<file path="config.mk">
export PLATFORM = sky130hd
export DESIGN_NAME = simon_top
export DESIGN_NICKNAME = d
export VERILOG_FILES = /design/src/hdl/game_pkg.sv /design/src/hdl/rng_pkg.sv /design/src/hdl/seq_if.sv /design/src/hdl/button_sync.sv /design/src/hdl/game_fsm.sv /design/src/hdl/random_generator.sv /design/src/hdl/sequence_store.sv /design/src/hdl/simon_top.sv /design/src/hdl/tick_divider.sv
export SDC_FILE = /design/constraint.sdc
export NUM_CORES = 1
export LEC_CHECK = 0
export BUFFER_PORTS_ARGS = -buffer_cell sky130_fd_sc_hd__buf_2
export CORE_MARGIN = 2
export CORE_UTILIZATION = 50
export CTS_CLUSTER_SIZE = 12
export DETAILED_ROUTE_END_ITERATION = 10
export GPL_TIMING_DRIVEN = 0
export PLACE_DENSITY = 0.74
export SYNTH_ARGS = -nofsm -noshare
export SYNTH_HDL_FRONTEND = slang
export SYNTH_SLANG_ARGS = --single-unit
</file>
<file path="constraint.sdc">
create_clock -name clk -period 7.11 [get_ports clk]
set_input_delay 0.711 -clock clk [delete_from_list [all_inputs] [get_ports clk]]
set_output_delay 0.711 -clock clk [all_outputs]
set_load 0.005 [all_outputs]
</file>
<file path="src/hdl/game_pkg.sv">
package game_pkg;

   // colour index, 0 to 3
   typedef logic [1:0] color_t;

   // one-hot vector, one bit per lamp or button
   typedef logic [3:0] led_t;

   // position inside the stored sequence
   typedef logic [2:0] idx_t;

   // number of stored colours, 0 to 8
   typedef logic [3:0] len_t;

   // sequence length that wins the game
   localparam len_t MAX_LEN = 4'd8;

   // playback timing in clock cycles
   localparam int unsigned SHOW_CYCLES = 6;
   localparam int unsigned GAP_CYCLES = 2;

   // controller states
   typedef enum logic [2:0] {
      IDLE,
      APPEND,
      SHOW,
      GAP,
      LISTEN,
      WIN,
      FAIL
   } game_state_t;

endpackage

</file>
<file path="src/hdl/rng_pkg.sv">
package rng_pkg;

   // period of one tick divider, set from the mcnt pins
   typedef logic [3:0] div_cnt_t;

   // running cycle count inside a divider
   typedef logic [13:0] div_acc_t;

   // state of one 2-bit LFSR, polynomial x^2 + x + 1
   typedef logic [1:0] lfsr_t;

   // seeds must be non-zero or the LFSR locks up
   localparam lfsr_t LFSR1_SEED = 2'b11;
   localparam lfsr_t LFSR2_SEED = 2'b10;

endpackage

</file>
<file path="src/hdl/seq_if.sv">
interface seq_if;
   import game_pkg::*;

   // controller to memory
   logic clear;
   logic append;
   color_t wr_color;
   idx_t rd_idx;

   // memory to controller, rd_color is a combinational read
   color_t rd_color;
   len_t length;

   modport ctrl (
      output clear,
      output append,
      output wr_color,
      output rd_idx,
      input rd_color,
      input length
   );

   modport mem (
      input clear,
      input append,
      input wr_color,
      input rd_idx,
      output rd_color,
      output length
   );

endinterface

</file>
<file path="src/hdl/button_sync.sv">
module button_sync (
   input logic clk,
   input logic rst_n,
   input game_pkg::led_t buttons,
   input logic start,
   output game_pkg::led_t press,
   output logic any_press,
   output logic start_pulse
);
   import game_pkg::*;

   // bit 4 is start, bits 3:0 the colour buttons
   logic [4:0] pins;
   logic [4:0] sync1;
   logic [4:0] sync2;
   logic [4:0] hist;
   logic [4:0] rise;
   led_t btn_rise;
   led_t first;

   assign pins = {start, buttons};

   // rising edge on the synchronised level
   assign rise = sync2 & ~hist;
   assign btn_rise = rise[3:0];

   // keep the lowest set bit when buttons rise together
   assign first = btn_rise & (~btn_rise + led_t'(1));

   always_ff @(posedge clk or negedge rst_n) begin
      if (!rst_n) begin
         sync1 <= '0;
         sync2 <= '0;
         hist <= '0;
         press <= '0;
         any_press <= 1'b0;
         start_pulse <= 1'b0;
      end else begin
         // two flops against metastability, third one remembers the level
         sync1 <= pins;
         sync2 <= sync1;
         hist <= sync2;
         // registered one-cycle pulses
         press <= first;
         any_press <= |btn_rise;
         start_pulse <= rise[4];
      end
   end

endmodule

</file>
<file path="src/hdl/game_fsm.sv">
module game_fsm (
   input logic clk,
   input logic rst_n,
   input game_pkg::led_t press,
   input logic start_pulse,
   input game_pkg::color_t rnd,
   seq_if.ctrl bus,
   output game_pkg::led_t led,
   output logic listening,
   output logic win,
   output logic fail,
   output game_pkg::len_t round
);
   import game_pkg::*;

   game_state_t state;
   game_state_t state_d;
   idx_t idx;
   idx_t idx_d;
   // counts show and gap cycles, 6 fits in 3 bits
   logic [2:0] cyc;
   logic [2:0] cyc_d;
   led_t expect_led;
   logic last_entry;

   // colour at the current index as a lamp vector
   assign expect_led = led_t'(1) << bus.rd_color;

   // current index is the final entry of the stored sequence
   assign last_entry = (len_t'(idx) + len_t'(1) == bus.length);

   assign bus.rd_idx = idx;
   assign bus.wr_color = rnd;

   always_comb begin
      state_d = state;
      idx_d = idx;
      cyc_d = cyc;
      bus.clear = 1'b0;
      bus.append = 1'b0;

      case (state)
         IDLE: begin
            // only start leaves idle
         end
         APPEND: begin
            // one new colour per round, playback from the top
            bus.append = 1'b1;
            idx_d = '0;
            cyc_d = '0;
            state_d = SHOW;
         end
         SHOW: begin
            if (cyc == 3'(SHOW_CYCLES - 1)) begin
               cyc_d = '0;
               state_d = GAP;
            end else begin
               cyc_d = cyc + 3'd1;
            end
         end
         GAP: begin
            if (cyc == 3'(GAP_CYCLES - 1)) begin
               cyc_d = '0;
               if (last_entry) begin
                  idx_d = '0;
                  state_d = LISTEN;
               end else begin
                  idx_d = idx + idx_t'(1);
                  state_d = SHOW;
               end
            end else begin
               cyc_d = cyc + 3'd1;
            end
         end
         LISTEN: begin
            // compare each press against the stored colour in the same cycle
            if (press != '0) begin
               if (press != expect_led) begin
                  state_d = FAIL;
               end else if (!last_entry) begin
                  idx_d = idx + idx_t'(1);
               end else if (bus.length == MAX_LEN) begin
                  state_d = WIN;
               end else begin
                  state_d = APPEND;
               end
            end
         end
         WIN, FAIL: begin
            // hold until the next start
         end
         default: begin
            state_d = IDLE;
         end
      endcase

      // start restarts the game from any state
      if (start_pulse) begin
         bus.clear = 1'b1;
         bus.append = 1'b0;
         idx_d = '0;
         cyc_d = '0;
         state_d = APPEND;
      end
   end

   always_ff @(posedge clk or negedge rst_n) begin
      if (!rst_n) begin
         state <= IDLE;
         idx <= '0;
         cyc <= '0;
      end else begin
         state <= state_d;
         idx <= idx_d;
         cyc <= cyc_d;
      end
   end

   // lamp lit only while a colour is shown, dark in the gaps
   assign led = (state == SHOW) ? expect_led : '0;
   assign listening = (state == LISTEN);
   assign win = (state == WIN);
   assign fail = (state == FAIL);

   // round number is the stored sequence length
   assign round = bus.length;

endmodule

</file>
<file path="src/hdl/random_generator.sv">
module random_generator (
   input logic clk,
   input logic rst_n,
   input rng_pkg::div_cnt_t mcnt1,
   input rng_pkg::div_cnt_t mcnt2,
   input logic button_pressed,
   output game_pkg::color_t rnd
);
   import rng_pkg::*;

   logic tick1;
   logic tick2;
   lfsr_t lfsr1;
   lfsr_t lfsr2;

   // one LFSR step, feedback from both taps into bit 0
   function automatic lfsr_t lfsr_step(input lfsr_t s);
      return {s[0], s[1] ^ s[0]};
   endfunction

   // each press restarts both dividers, so player timing sets the phase
   tick_divider div1_inst (
      .clk(clk),
      .rst_n(rst_n),
      .restart(button_pressed),
      .mcnt(mcnt1),
      .tick(tick1)
   );

   tick_divider div2_inst (
      .clk(clk),
      .rst_n(rst_n),
      .restart(button_pressed),
      .mcnt(mcnt2),
      .tick(tick2)
   );

   // first LFSR, steps at the mcnt1 rate
   always_ff @(posedge clk or negedge rst_n) begin
      if (!rst_n) begin
         lfsr1 <= LFSR1_SEED;
      end else if (tick1) begin
         lfsr1 <= lfsr_step(lfsr1);
      end
   end

   // second LFSR, steps at the mcnt2 rate
   always_ff @(posedge clk or negedge rst_n) begin
      if (!rst_n) begin
         lfsr2 <= LFSR2_SEED;
      end else if (tick2) begin
         lfsr2 <= lfsr_step(lfsr2);
      end
   end

   // mixing two rates gives all four colours, zero included
   assign rnd = game_pkg::color_t'(lfsr1 ^ lfsr2);

endmodule

</file>
<file path="src/hdl/sequence_store.sv">
module sequence_store (
   input logic clk,
   input logic rst_n,
   seq_if.mem bus
);
   import game_pkg::*;

   color_t mem [0:MAX_LEN-1];
   len_t len_q;
   logic full;
   logic wr_en;

   assign full = (len_q == MAX_LEN);

   // clear wins, and a full memory ignores further appends
   assign wr_en = bus.append && !bus.clear && !full;

   // length counter
   always_ff @(posedge clk or negedge rst_n) begin
      if (!rst_n) begin
         len_q <= '0;
      end else if (bus.clear) begin
         len_q <= '0;
      end else if (wr_en) begin
         len_q <= len_q + len_t'(1);
      end
   end

   // colour storage, write at the current end of the sequence
   always_ff @(posedge clk) begin
      if (wr_en) begin
         mem[idx_t'(len_q)] <= bus.wr_color;
      end
   end

   // combinational read for playback and checking
   assign bus.rd_color = mem[bus.rd_idx];
   assign bus.length = len_q;

endmodule

</file>
<file path="src/hdl/simon_top.sv">
module simon_top (
   input logic clk,
   input logic rst_n,
   input game_pkg::led_t buttons,
   input logic start,
   input rng_pkg::div_cnt_t mcnt1,
   input rng_pkg::div_cnt_t mcnt2,
   output game_pkg::led_t led,
   output logic listening,
   output logic win,
   output logic fail,
   output game_pkg::len_t round
);
   import game_pkg::*;

   led_t press;
   logic any_press;
   logic start_pulse;
   color_t rnd;

   // controller to sequence memory
   seq_if seq_bus ();

   // pins to clean one-cycle pulses
   button_sync sync_inst (
      .clk(clk),
      .rst_n(rst_n),
      .buttons(buttons),
      .start(start),
      .press(press),
      .any_press(any_press),
      .start_pulse(start_pulse)
   );

   // every player press reshuffles the random source
   random_generator rng_inst (
      .clk(clk),
      .rst_n(rst_n),
      .mcnt1(mcnt1),
      .mcnt2(mcnt2),
      .button_pressed(any_press),
      .rnd(rnd)
   );

   sequence_store store_inst (
      .clk(clk),
      .rst_n(rst_n),
      .bus(seq_bus.mem)
   );

   game_fsm fsm_inst (
      .clk(clk),
      .rst_n(rst_n),
      .press(press),
      .start_pulse(start_pulse),
      .rnd(rnd),
      .bus(seq_bus.ctrl),
      .led(led),
      .listening(listening),
      .win(win),
      .fail(fail),
      .round(round)
   );

endmodule

</file>
<file path="src/hdl/tick_divider.sv">
module tick_divider (
   input logic clk,
   input logic rst_n,
   input logic restart,
   input rng_pkg::div_cnt_t mcnt,
   output logic tick
);
   import rng_pkg::*;

   div_acc_t cnt;
   div_acc_t last;
   logic wrap;

   // terminal count, a period of 0 behaves like 1
   always_comb begin
      if (mcnt == '0) begin
         last = '0;
      end else begin
         last = div_acc_t'(mcnt) - div_acc_t'(1);
      end
   end

   assign wrap = (cnt == last);

   // restart wins over the tick, so a press never yields a tick that cycle
   assign tick = wrap && !restart;

   always_ff @(posedge clk or negedge rst_n) begin
      if (!rst_n) begin
         cnt <= '0;
      end else if (restart) begin
         cnt <= '0;
      end else if (wrap) begin
         cnt <= '0;
      end else begin
         cnt <= cnt + div_acc_t'(1);
      end
   end

endmodule

</file>
Yosys cells after proc, flatten, opt, wreduce, memory -nomap -nowiden:

Memories as Yosys holds them, arrays and structs flattened.
Index checks and enable logic that the tools add are counted.

* equal/unequal tests: 20
* multiplexer cells: 34
* bitwise operators: 7
* add/subtract/negate cells: 9
* reduce and logical (&&, ||, !) cells: 18
* shift operators: 1

Operators with widths (number)
* $mux 14: 6
* $mux 3: 17
* $add 14x1->14 const B: 2
* $eq 14x14->1: 2
* $pmux 3 s3: 2
* $pmux 3 s5: 1
* $eq 3x3->1 const B: 4
* $mux 4: 3
* $reduce_bool 4->1: 3
* $reduce_and 5->1: 2
* $sub 4x1->5 const B: 2
* $add 4x1->4 const B: 2
* $logic_not 4->1: 2
* $add 3x1->3 const B: 2
* $eq 3x1->1 const B: 2
* $eq 3x2->1 const B: 2
* $ne 3x2->1 const B: 2
* $ne 3x3->1 const B: 2
* $and 5x5->5: 1
* $mux 1: 5
* $not 5->5: 1
* $add 3x1->4 const B: 1
* $and 4x4->4: 1
* $eq 4x4->1: 1
* other kinds (15): 21

* logic and storage cells: 104
* RAM bits: 16
* memories: 1
* flip-flop bits (word level): 66

Memories
* store_inst.mem: words 8, width 2, rd ports 1, clocked after Yosys merged registers in 0, write ports 1, RTL line sequence_store.sv:8 `color_t mem [0:MAX_LEN-1];`

Depth between registers and ports, before layout:

Gate-level depths: netlist of the first run.

* depth in word-level cells: 7
* gate-level depth with buffers: 9
* depth with buffers taken out: 8

By module:

A second synthesis of the first run with hierarchy kept.

* cell total of the unflattened synthesis: 386
* area, all modules: 4210.3 um2

By module, submodules not included
* tick_divider: area each 834.6 um2, times used 2, cells each 88
* sequence_store: area each 887.1 um2, times used 1, cells each 55
* game_fsm: area each 858.3 um2, times used 1, cells each 111
* button_sync: area each 619.3 um2, times used 1, cells each 32
* random_generator: area each 176.4 um2, times used 1, cells each 12

Least setup slack after synthesis of the first run:

No wires, ideal clock.

* kind: in2reg
* from: in mcnt1[1]
* to: reg rng_inst.div1_inst.cnt[11]
* arrival: 2.508 ns
* library setup time: 0.119 ns
* cell stages on the path: 8
* path buffers: 2
* setup slack: 4.484 ns
* required time: 6.991 ns
* cells stage by stage: or4b_1 > and3_1 > or4_1 > a2111oi_2 > or2_0 > buf_4 > buf_6 > nor2_1

* cells in the longest elaborated chain, start to end: 5
* elaborated cells between the ends (all ways): 6
* classes of those cells: add/sub (1); eq/ne (1); mux (3); reduce/logical (1)

RTL lines
* from (decl): RTL line simon_top.sv:6 `input rng_pkg::div_cnt_t mcnt1,`
* $sub 4x1->5 / $logic_not 4->1 (equally long branches): RTL line tick_divider.sv:19, tick_divider.sv:16
* $mux 14 (*): RTL line tick_divider.sv:16 `if (mcnt == '0) begin`
* $eq 14x14->1 (*): RTL line tick_divider.sv:23 `assign wrap = (cnt == last);`
* $mux 14 (*): RTL line tick_divider.sv:33 `end else if (wrap) begin`
* $mux 14 (*): RTL line tick_divider.sv:31 `end else if (restart) begin`
* to (signal assigned): RTL line tick_divider.sv:36 `cnt <= cnt + div_acc_t'(1);`
* to (decl): RTL line tick_divider.sv:10 `div_acc_t cnt;`

Every way passes the cells marked *; elsewhere a longest branch is shown, timed or not.
A chain may end at the register's enable or synchronous reset.

Worst setup path after layout of the first run:

* from: reg fsm_inst.idx[0], in the netlist fsm_inst.bus.rd_idx[0]
* to: out led[0]

* cells in the longest elaborated chain, start to end: 3

RTL lines
* from (decl): RTL line game_fsm.sv:18 `idx_t idx;`
* from (signal assigned): RTL line game_fsm.sv:114 `idx <= idx_d;`
* $mem_v2 8x2
* $shl 1x2->4: RTL line game_fsm.sv:27 `assign expect_led = led_t'(1) << bus.rd_color;`
* $mux 4: RTL line game_fsm.sv:120 `assign led = (state == SHOW) ? expect_led : '0;`
* to (decl): RTL line simon_top.sv:8 `output game_pkg::led_t led,`

Every way passes these cells.

==> key figures, run 1 <==
Yosys
  • Area leader, netlist: dfrtp_1
  • Synth unique cells: 60
  • Ranking of synthesized cells by area: dfrtp_1, edfxtp_1, nor2_1
  • Synth Register Bits: 82
  • Top FF cell, synth: dfrtp_1
  • Seq/Total Area, Yosys: 0.523
  • Mapped Cells: 386
  • Synth warn: 0
  • Ys async rst share: 0.805
  • Mapped Avg Cell Area: 10.6 µm²
  • Synth top area share: 0.386
  • Post-Syn Area: 4080 µm²
  • Number of synthesized flops with an enable pin: 16
  • Syn Nets: 406

Job
  • Max_cap viols: 0

STA
  • Max-slew violation count: 0
  • Total negative slack: 0 ns
  • Minimum clock period: 2.79 ns
  • Final Cycle Share: 0.392
  • Slew margin rel.: 0.447
  • Max Freq: 359 MHz
  • Final hold slack: 0.354 ns
  • Slew @ Worst Pin: 0.829 ns
  • Final Hold Fails: 0
  • Endpoints failing setup: 0
  • Clock Skew: 0.0110 ns
  • RSZ-0062 raised after global routing: false

Place
  • RePlAce Congestion: 0.871
  • Hpwl dp: 5060 µm
  • Input/output buffers: 25
  • DP Cell Count: 513

Floorplan
  • Core Region: 7810 µm²
  • Chip Width: 94.4 µm
  • Die ar.: 8910 µm²
  • Initial cell density of the core: 0.523
  • Row count: 32
  • Die height: 94.4 µm
  • I/O Pins: 26

CTS
  • CTS tree: done
  • Cts hold-fix bufs: 0
  • Clk_lat worst skew: 0.35 ns
  • CTS Sinks: 82
  • CTS H-Tree Depth: 3
  • Root Driver: clkbuf_8
  • PostCTS Resize Cnt: 0
  • Max clock buf depth: 2
  • Post-CTS setup buffers: 0
  • CTS buffer count: 9
  • Reg clk slew, reported paths: 0.09 ns

Pwr
  • NetSw: 0.000426 W
  • Leak Pwr: 1.98 nW
  • Sw frac: 0.338
  • Reg power frac: 0.434
  • Internal Power: 0.000834 W
  • Comb pwr share: 0.284
  • Maximum vdd drop: 0.155 mV
  • Total power density per cell area: 277 nW/µm²
  • Total power: 0.00126 W
  • Clock power frac: 0.282

Min path
  • Hold path depth: 0
  • Hold Crit Start: sync_inst.sync1[1]
  • Type of the worst min-delay path: reg2reg

Finish
  • Fin nets: 442
  • Fillers: 672
  • Area of the multi-input gates: 1850 µm²
  • Diode count: 0
  • Non-Filler Instances: 529
  • P&R area growth vs syn: 11.3%
  • Final core utilization: 0.582
  • Share of cells above drive strength 1: 0.152
  • FF+latch area: 2140 µm²

Global route
  • Pin count of the biggest net entering global routing: 67
  • Antenna violations before repair: 0
  • Gr usage total: 0.180
  • Number of global-route vias before repair: 2770
  • First-pass GRT wire length: 12600 µm
  • Congestion Overflow GR: 0

Drt
  • DRC: 0
  • DR vias: 2890
  • Post-DRT Antenna Nets: 0
  • Drt first pass iters: 4
  • Drt total wl: 7390 µm
  • DR iter-0 viols: 151
  • Routed wire length per instance: 14.0 µm
  • Via density: 5.46

Setup path
  • Crit end category: output pin
  • Worst-path fanout max: 10
  • Worst Reg-to-Reg Cells: 8
  • Startpoint types: register
  • Worst setup path class: reg2out
  • Worst Setup SP: fsm_inst.bus.rd_idx[0]
  • Worst r2r src: store_inst.bus.length[1]
  • CP arrival: 2.08 ns
  • WP data required: 6.40 ns

Outcome
  • Status: finished, final reports clean
==> critical path, stage by stage, from the launching register on <==
cell      delay (ns)
dfrtp_1         0.50
buf_6           0.20
mux2i_1         0.24
a22oi_1         0.13
and3_1          0.26
nand2b_1        0.17
nor2b_1         0.11
buf_2           0.11
==> layer usage <==
metal	up-vias	part of all wire	track usage
li1	1429	-	-
met1	1387	0.47	0.237
met2	61	0.48	0.295
met3	13	0.038	0.0399
met4	0	0.018	0.0640
met5	-	0	0
==> power groups by stage <==
stage / clock network [W] / logic [W] / registers (W)
2_1_floorplan: 0 / 0.000271 / 0.000548
3_3_place_gp: 0 / 0.000346 / 0.000555
3_5_place_dp: 0 / 0.000355 / 0.000556
4_1_cts: 0.000364 / 0.000357 / 0.000547
5_1_grt: 0.000382 / 0.000404 / 0.000554
6_report: 0.000355 / 0.000358 / 0.000547
==> area by class of cell <==
cell class,instances,share of cell area
multi-input cells,284,0.407
flip-flops and latches,82,0.470
clock inverters,7,0.0184
clock buffers,9,0.0272
repair buffers,25,0.0281
inverters,8,0.00660
plain buffers,12,0.0146
well taps,102,0.0281
==> through the flow <==
step	area, µm²	setup WS [ns]
final	4550	4.32
after global routing	4550	4.15
after CTS	4550	4.30
after detailed placement	4340	4.19
after global placement	4340	4.22
after floorplan	4080	4.48
==> path summary, 6_finish.rpt <==
kind,endpoint,slack (ns)
min in group asynchronous,rng_inst.div2_inst.cnt[6],0.45
worst min register to register,sync_inst.sync2[1],0.35
worst max-delay path,led[0],4.32
worst min-delay path,sync_inst.sync2[1],0.35
max in group asynchronous,fsm_inst.bus.rd_idx[0],6.11
worst max register to register,store_inst.mem[7][1],4.36
==> synthesized netlist by cell type (5+ instances only) <==
master and instances:
dfrtp_1 63, nor2_1 55, nand2_1 25, xor2_1 19, nand2b_1 17, edfxtp_1 16, xnor2_1 16, nand3_1 15
mux2i_1 14, and3_1 13, a21oi_1 11, nor2b_1 11, nor3_1 9, inv_1 8, clkbuf_1 7, o21ai_0 6
ha_1 5, nand3b_1 5, nor4_1 5
==> registers in the layout, indices dropped and copies added, names as in the netlist, 3 cells and up <==
| register | flops |
|---|---|
| sync_inst.sync1 | 5 |
| store_inst.bus.length | 4 |
| rng_inst.div1_inst.cnt | 14 |
| sync_inst.hist | 5 |
| fsm_inst.bus.rd_idx | 3 |
| sync_inst.sync2 | 5 |
| fsm_inst.cyc | 3 |
| store_inst.mem | 16 |
| fsm_inst.state | 3 |
| rng_inst.div2_inst.cnt | 14 |
| sync_inst.press | 4 |
==> layout by cell type, fill, tap and decap left out, types with 3 or more instances in the layout <==
cell type and count:
dfrtp_1 63, nor2_1 55, buf_2 26, nand2_1 25
xor2_1 19, nand2b_1 17, xnor2_1 16, edfxtp_1 16
nand3_1 15, mux2i_1 14, and3_1 13, nor2b_1 11
a21oi_1 11, nor3_1 9, clkbuf_8 9, inv_1 8
clkbuf_1 7, o21ai_0 6, nand3b_1 5, nor4_1 5
ha_1 5, nor3b_1 4, or4_1 3, o21ba_2 3
nand4_1 3, o31ai_1 3, mux2_2 3, dfstp_2 3
==> logic make-up (layout without fill, tap and decap cells) <==
logic type / Yosys count / count (layout) / synth area share
AO/OA/AOI/OAI: 45 / 45 / 0.0790
XOR/XNOR: 36 / 36 / 0.0809
adder cells (fa/ha/maj): 5 / 5 / 0.0153
buffers and inverters: 20 / 61 / 0.0236
flip-flops: 82 / 82 / 0.523
multiplexers: 19 / 19 / 0.0509
AND/OR/NAND/NOR: 179 / 179 / 0.227
Power figures use the tool's default switching activity.
==> inputs of run 2 (changes only) <==
--- a/config.mk
+++ b/config.mk
@@ -11,7 +11,7 @@
 export CTS_CLUSTER_SIZE = 12
 export DETAILED_ROUTE_END_ITERATION = 10
 export GPL_TIMING_DRIVEN = 0
-export PLACE_DENSITY = 0.74
+export PLACE_DENSITY = 0.76
 export SYNTH_ARGS = -nofsm -noshare
 export SYNTH_HDL_FRONTEND = slang
 export SYNTH_SLANG_ARGS = --single-unit
==> constraint.sdc (replaced) <==
create_clock -name clk -period 2.4 [get_ports clk]
set_input_delay 0.24 -clock clk [delete_from_list [all_inputs] [get_ports clk]]
set_output_delay 0.24 -clock clk [all_outputs]
set_load 0.005 [all_outputs]
==> run 2 against run 1 <==
Against the previous run: the flow now finishes with violations (hold timing); worst hold slack got worse by 0.37 ns; routed wire length rose by 1.8%; utilization rose by 3.2 points; die area did not move; sequential cell count did not move; clock-buffer cell count rose by 2; clock skew fell by 0.0055 ns; critical path type is now reg2reg; largest cell class unchanged.
==> key figures, run 2 (synthesis results as in run 1) <==
Setup path
  • R2R Setup Slk: 0.02 ns
  • Slowest cell on the critical path: mux4_2
  • Crit path cell chain: buf_8 -> mux2i_1 -> mux4_2 -> mux2i_2 -> o32ai_4 -> a21oi_4 -> mux2_4
  • CP arrival: 2.62 ns
  • WP data required: 2.64 ns
  • Worst Reg-to-Reg Cells: 7
  • Worst r2r dst: fsm_inst.bus.rd_idx[1]
  • Worst setup path class: reg2reg
  • Peak per-stage delay on the critical path: 0.55 ns
  • Buf/Inv on CP: 1
  • Startpoint types: register
  • CP delay by family, top: multiplexers
  • Worst-path fanout max: 7
  • Crit end category: register
  • Worst r2r src: fsm_inst.bus.rd_idx[0]

Global route
  • Congestion Overflow GR: 0
  • Pin count of the biggest net entering global routing: 67
  • Gr usage total: 0.177
  • First-pass GRT wire length: 12300 µm
  • Number of global-route vias before repair: 2749
  • Antenna violations before repair: 0

Floorplan
  • Die height: 94.4 µm
  • Die ar.: 8910 µm²
  • Chip Width: 94.4 µm
  • Row count: 32
  • Core Region: 7810 µm²
  • Initial cell density of the core: 0.523
  • I/O Pins: 26

CTS
  • Root Driver: clkbuf_8
  • Reg clk slew, reported paths: 0.08 ns
  • CTS tree: done
  • CTS buffer count: 9
  • Clk_lat worst skew: 0.35 ns
  • CTS Sinks: 82
  • CTS H-Tree Depth: 3
  • Max clock buf depth: 2

Pwr
  • Reg power frac: 0.415
  • Internal Power: 0.00263 W
  • Total power density per cell area: 817 nW/µm²
  • Leak Pwr: 2.07 nW
  • Clock power frac: 0.270
  • NetSw: 0.00129 W
  • Total power: 0.00392 W
  • Sw frac: 0.328
  • Maximum vdd drop: 0.368 mV
  • Comb pwr share: 0.315

Finish
  • Max reg flops: 16
  • Share of cells above drive strength 1: 0.222
  • P&R area growth vs syn: 17.5%
  • Largest reg by FF count: store_inst.mem
  • Final core utilization: 0.615
  • Fin nets: 457
  • FF+latch area: 2140 µm²
  • Area of the multi-input gates: 1960 µm²
  • Fillers: 633
  • Top flop regs: store_inst.mem (16), rng_inst.div1_inst.cnt (14), rng_inst.div2_inst.cnt (14)
  • Diode count: 0
  • Commonest cells after routing, fill and taps aside: dfrtp_1, nor2_1, buf_2, nand2_1, xor2_1
  • Commonest non-fill, non-tap cell in the layout: dfrtp_1

Drt
  • Drt total wl: 7520 µm
  • Post-DRT Antenna Nets: 0
  • DR iter-0 viols: 135
  • Drt first pass iters: 4
  • DRC: 0
  • Routed wire length per instance: 13.8 µm
  • DR vias: 2947
  • Via density: 5.42

STA
  • Max Freq: 420 MHz
  • Final Hold Fails: 25
  • Slew @ Worst Pin: 0.831 ns
  • Max-slew violation count: 0
  • Slew margin rel.: 0.446
  • Clock Skew: 0.00544 ns
  • Final WS setup: 0.0215 ns
  • RSZ-0062 raised after global routing: true
  • Final hold slack: -0.0142 ns
  • Minimum clock period: 2.38 ns
  • Final Cycle Share: 0.991
  • Endpoints failing setup: 0

Place
  • Hpwl dp: 4910 µm
  • Input/output buffers: 25
  • RePlAce Congestion: 0.900
  • Pre-CTS setup slack: -0.308 ns

Outcome
  • Violations in the final reports: hold timing
  • Status: finished with violations

Job
  • Max_cap viols: 0

Min path
  • Type of the worst min-delay path: in2async
## run 2: cell count changes in the layout (fill, tap and decap cells not counted), sizes merged
cell,previous run,this run
clkinv,1,2
inv,12,9
buf,30,42
dlygate4sd3,0,5
## run 2: timing repair
| action | in CTS | in global routing |
|---|---|---|
| hold endpoints to repair | 5 | 0 |
| gates resized for setup | 8 | 22 |
| pin swaps | 2 | 6 |
| cloned | 0 | 0 |
| hold buffers | 5 | 0 |
| setup endpoints to repair | 29 | 37 |
| setup buffers | 5 | 8 |
## run 2: how the worst max path moves through the flow
stage,cells after the start,start,endpoint
after floorplan,8,store_inst.bus.length[1],store_inst.mem[1][0]
after global placement,8,store_inst.bus.length[1],store_inst.mem[7][1]
after detailed placement,8,store_inst.bus.length[1],store_inst.mem[7][1]
after CTS,7,store_inst.bus.length[1],store_inst.mem[7][1]
after global routing,7,fsm_inst.bus.rd_idx[0],fsm_inst.bus.rd_idx[1]
final,7,fsm_inst.bus.rd_idx[0],fsm_inst.bus.rd_idx[1]
## run 2: layer usage
metal  routed length [µm]  GRT usage  vias up
met5                    0          0        -
met4                  140     0.0821        0
met3                  276     0.0287       11
met2                 3630      0.282       62
met1                 3480      0.239     1410
li1                     -          -     1464
## run 2: power by group through the flow
stage | Sequential [W] | Combinational (W) | Clock [W]
after CTS | 0.00163 | 0.00110 | 0.00107
after floorplan | 0.00162 | 0.000804 | 0
final | 0.00163 | 0.00123 | 0.00106
after global routing | 0.00165 | 0.00135 | 0.00114
after detailed placement | 0.00165 | 0.00104 | 0
after global placement | 0.00164 | 0.00102 | 0
## run 2: final cells by class
class | count | area share
plain buffers | 9 | 0.0107
clock buffers | 11 | 0.0318
clock inverters | 5 | 0.0125
inverters | 8 | 0.00626
multi-input cells | 284 | 0.409
flip-flops and latches | 82 | 0.446
well taps | 102 | 0.0266
repair buffers | 43 | 0.0574
## run 2: per-stage QoR
stage          setup TNS, ns  cells  hold WS [ns]  cell area, µm²
2_1_floorplan              0    386       -0.0556            4080
3_3_place_gp           -3.56    513         0.334            4340
3_5_place_dp           -4.59    513         0.341            4340
4_1_cts              -0.0682    537        0.0152            4660
5_1_grt              -0.0934    544        0.0645            4800
6_report                   0    544       -0.0142            4800
==> inputs of run 3 (changes only) <==
--- a/config.mk
+++ b/config.mk
@@ -8,6 +8,7 @@
 export BUFFER_PORTS_ARGS = -buffer_cell sky130_fd_sc_hd__buf_2
 export CORE_MARGIN = 2
 export CORE_UTILIZATION = 50
+export CTS_BUF_LIST = sky130_fd_sc_hd__clkbuf_8
 export CTS_CLUSTER_SIZE = 12
 export DETAILED_ROUTE_END_ITERATION = 10
 export GPL_TIMING_DRIVEN = 0
==> run 3 against run 2 <==
Against the previous run: the run still ends with hold timing left; highest routed layer unchanged; final area increased by 0.10%; largest cell class unchanged; non-clock buffer count unchanged; sequential cell count unchanged; register-to-register slack about the same; combinational power about the same.
==> key figures, run 3 (synthesis results as in run 1) <==
Outcome
  • Status: finished with violations
  • Violations in the final reports: hold timing

Drt
  • Drt first pass iters: 4
  • Drt total wl: 7500 µm
  • Routed wire length per instance: 13.8 µm
  • Post-DRT Antenna Nets: 0
  • Via density: 5.44
  • DR vias: 2957
  • DR iter-0 viols: 148
  • DRC: 0

Pwr
  • Total power density per cell area: 823 nW/µm²
  • Maximum vdd drop: 0.385 mV
  • Leak Pwr: 2.07 nW
  • Total power: 0.00395 W

CTS
  • CTS buffer count: 9
  • Max clock buf depth: 2
  • Reg clk slew, reported paths: 0.08 ns
  • CTS tree: done
  • CTS H-Tree Depth: 3
  • Root Driver: clkbuf_8
  • CTS Sinks: 82
  • Clk_lat worst skew: 0.35 ns

Floorplan
  • Die height: 94.4 µm
  • Initial cell density of the core: 0.523
  • Row count: 32
  • Core Region: 7810 µm²
  • I/O Pins: 26
  • Chip Width: 94.4 µm
  • Die ar.: 8910 µm²

Global route
  • Gr usage total: 0.177
  • Congestion Overflow GR: 0
  • First-pass GRT wire length: 12300 µm
  • Number of global-route vias before repair: 2751
  • Pin count of the biggest net entering global routing: 67
  • Antenna violations before repair: 0

Finish
  • Fin nets: 457
  • Commonest cells after routing, fill and taps aside: dfrtp_1, nor2_1, buf_2, nand2_1, xor2_1
  • Share of cells above drive strength 1: 0.222
  • Top flop regs: store_inst.mem (16), rng_inst.div1_inst.cnt (14), rng_inst.div2_inst.cnt (14)
  • P&R area growth vs syn: 17.6%
  • Diode count: 0
  • Fillers: 632
  • Max reg flops: 16
  • Area of the multi-input gates: 1960 µm²
  • Largest reg by FF count: store_inst.mem
  • Commonest non-fill, non-tap cell in the layout: dfrtp_1
  • FF+latch area: 2140 µm²

Place
  • Input/output buffers: 25
  • RePlAce Congestion: 0.900
  • Pre-CTS setup slack: -0.308 ns
  • Hpwl dp: 4910 µm

Setup path
  • CP arrival: 2.62 ns
  • Buf/Inv on CP: 1
  • Worst Reg-to-Reg Cells: 7
  • Worst setup path class: reg2reg
  • Worst r2r dst: fsm_inst.bus.rd_idx[1]
  • Crit end category: register
  • Worst r2r src: fsm_inst.bus.rd_idx[0]
  • Worst-path fanout max: 7
  • R2R Setup Slk: 0.02 ns
  • Peak per-stage delay on the critical path: 0.55 ns
  • Startpoint types: register
  • CP delay by family, top: multiplexers
  • WP data required: 2.64 ns
  • Crit path cell chain: buf_8 -> mux2i_1 -> mux4_2 -> mux2i_2 -> o32ai_4 -> a21oi_4 -> mux2_4
  • Slowest cell on the critical path: mux4_2

STA
  • Endpoints failing setup: 0
  • Max-slew violation count: 0
  • Slew margin rel.: 0.445
  • Clock Skew: 0.00571 ns
  • Final Cycle Share: 0.993
  • Max Freq: 420 MHz
  • Final Hold Fails: 13
  • RSZ-0062 raised after global routing: true
  • Minimum clock period: 2.38 ns
  • Final WS setup: 0.0166 ns
  • Final hold slack: -0.0493 ns
  • Slew @ Worst Pin: 0.833 ns

Min path
  • Type of the worst min-delay path: in2async

Job
  • Max_cap viols: 0
==> run 3: cell types whose count changed in the layout (fill, tap and decap cells not counted) <==
cell / delta
inv_1: +1
clkbuf_1: -1
clkbuf_16: -1
bufinv_16: +1
==> run 3: how the worst max path moves through the flow <==
stage / start / to / slack, ns / depth (start not counted)
finish: fsm_inst.bus.rd_idx[0] / fsm_inst.bus.rd_idx[1] / 0.02 / 7
global route: fsm_inst.bus.rd_idx[0] / fsm_inst.bus.rd_idx[0] / -0.03 / 7
CTS: store_inst.bus.length[1] / store_inst.mem[7][1] / -0.02 / 7
detailed placement: store_inst.bus.length[1] / store_inst.mem[7][1] / -0.31 / 8
global placement: store_inst.bus.length[1] / store_inst.mem[7][1] / -0.25 / 8
floorplan: store_inst.bus.length[1] / store_inst.mem[1][0] / 0.04 / 8
==> run 3: what timing repair did <==
| action | 4_1_cts | 5_1_grt |
|---|---|---|
| gates cloned | 0 | 0 |
| pin swaps | 2 | 6 |
| setup buffers | 5 | 8 |
| hold buffers | 5 | 0 |
| endpoints found under the hold margin | 5 | 0 |
| endpoints found under the setup margin | 29 | 37 |
| resized for setup | 8 | 22 |
==> run 3: final cells by class <==
type | count | area share
well taps | 102 | 0.0266
clock buffers | 9 | 0.0258
plain buffers | 9 | 0.0107
multi-input cells | 284 | 0.408
inverters | 8 | 0.00625
clock inverters | 7 | 0.0195
repair buffers | 43 | 0.0573
flip-flops and latches | 82 | 0.446
==> run 3: stage by stage <==
stage / instance area [µm²] / setup TNS (ns) / hold WS [ns] / std cells / utilization
final: 4800 / 0 / -0.0493 / 544 / 0.615
after global routing: 4800 / -0.0905 / 0.0645 / 544 / 0.615
after CTS: 4670 / -0.0689 / 0.0152 / 537 / 0.598
after detailed placement: 4340 / -4.59 / 0.341 / 513 / 0.556
after global placement: 4340 / -3.56 / 0.334 / 513 / 0.555
after floorplan: 4080 / 0 / -0.0556 / 386 / -
==> run 3: report_power, final <==
group	switching, W	leakage [nW]	internal (W)
clock network	0.000508	0.111	0.000586
registers	0.000102	1.02	0.00153
logic	0.000675	0.939	0.000559
total	0.00128	2.07	0.00267
==> run 3: layer usage <==
| metal | routed length (µm) | global-route usage | up-vias |
|---|---|---|---|
| li1 | - | - | 1463 |
| met1 | 3500 | 0.239 | 1419 |
| met2 | 3620 | 0.282 | 64 |
| met3 | 244 | 0.0287 | 11 |
| met4 | 140 | 0.0821 | 0 |
| met5 | 0 | 0 | - |
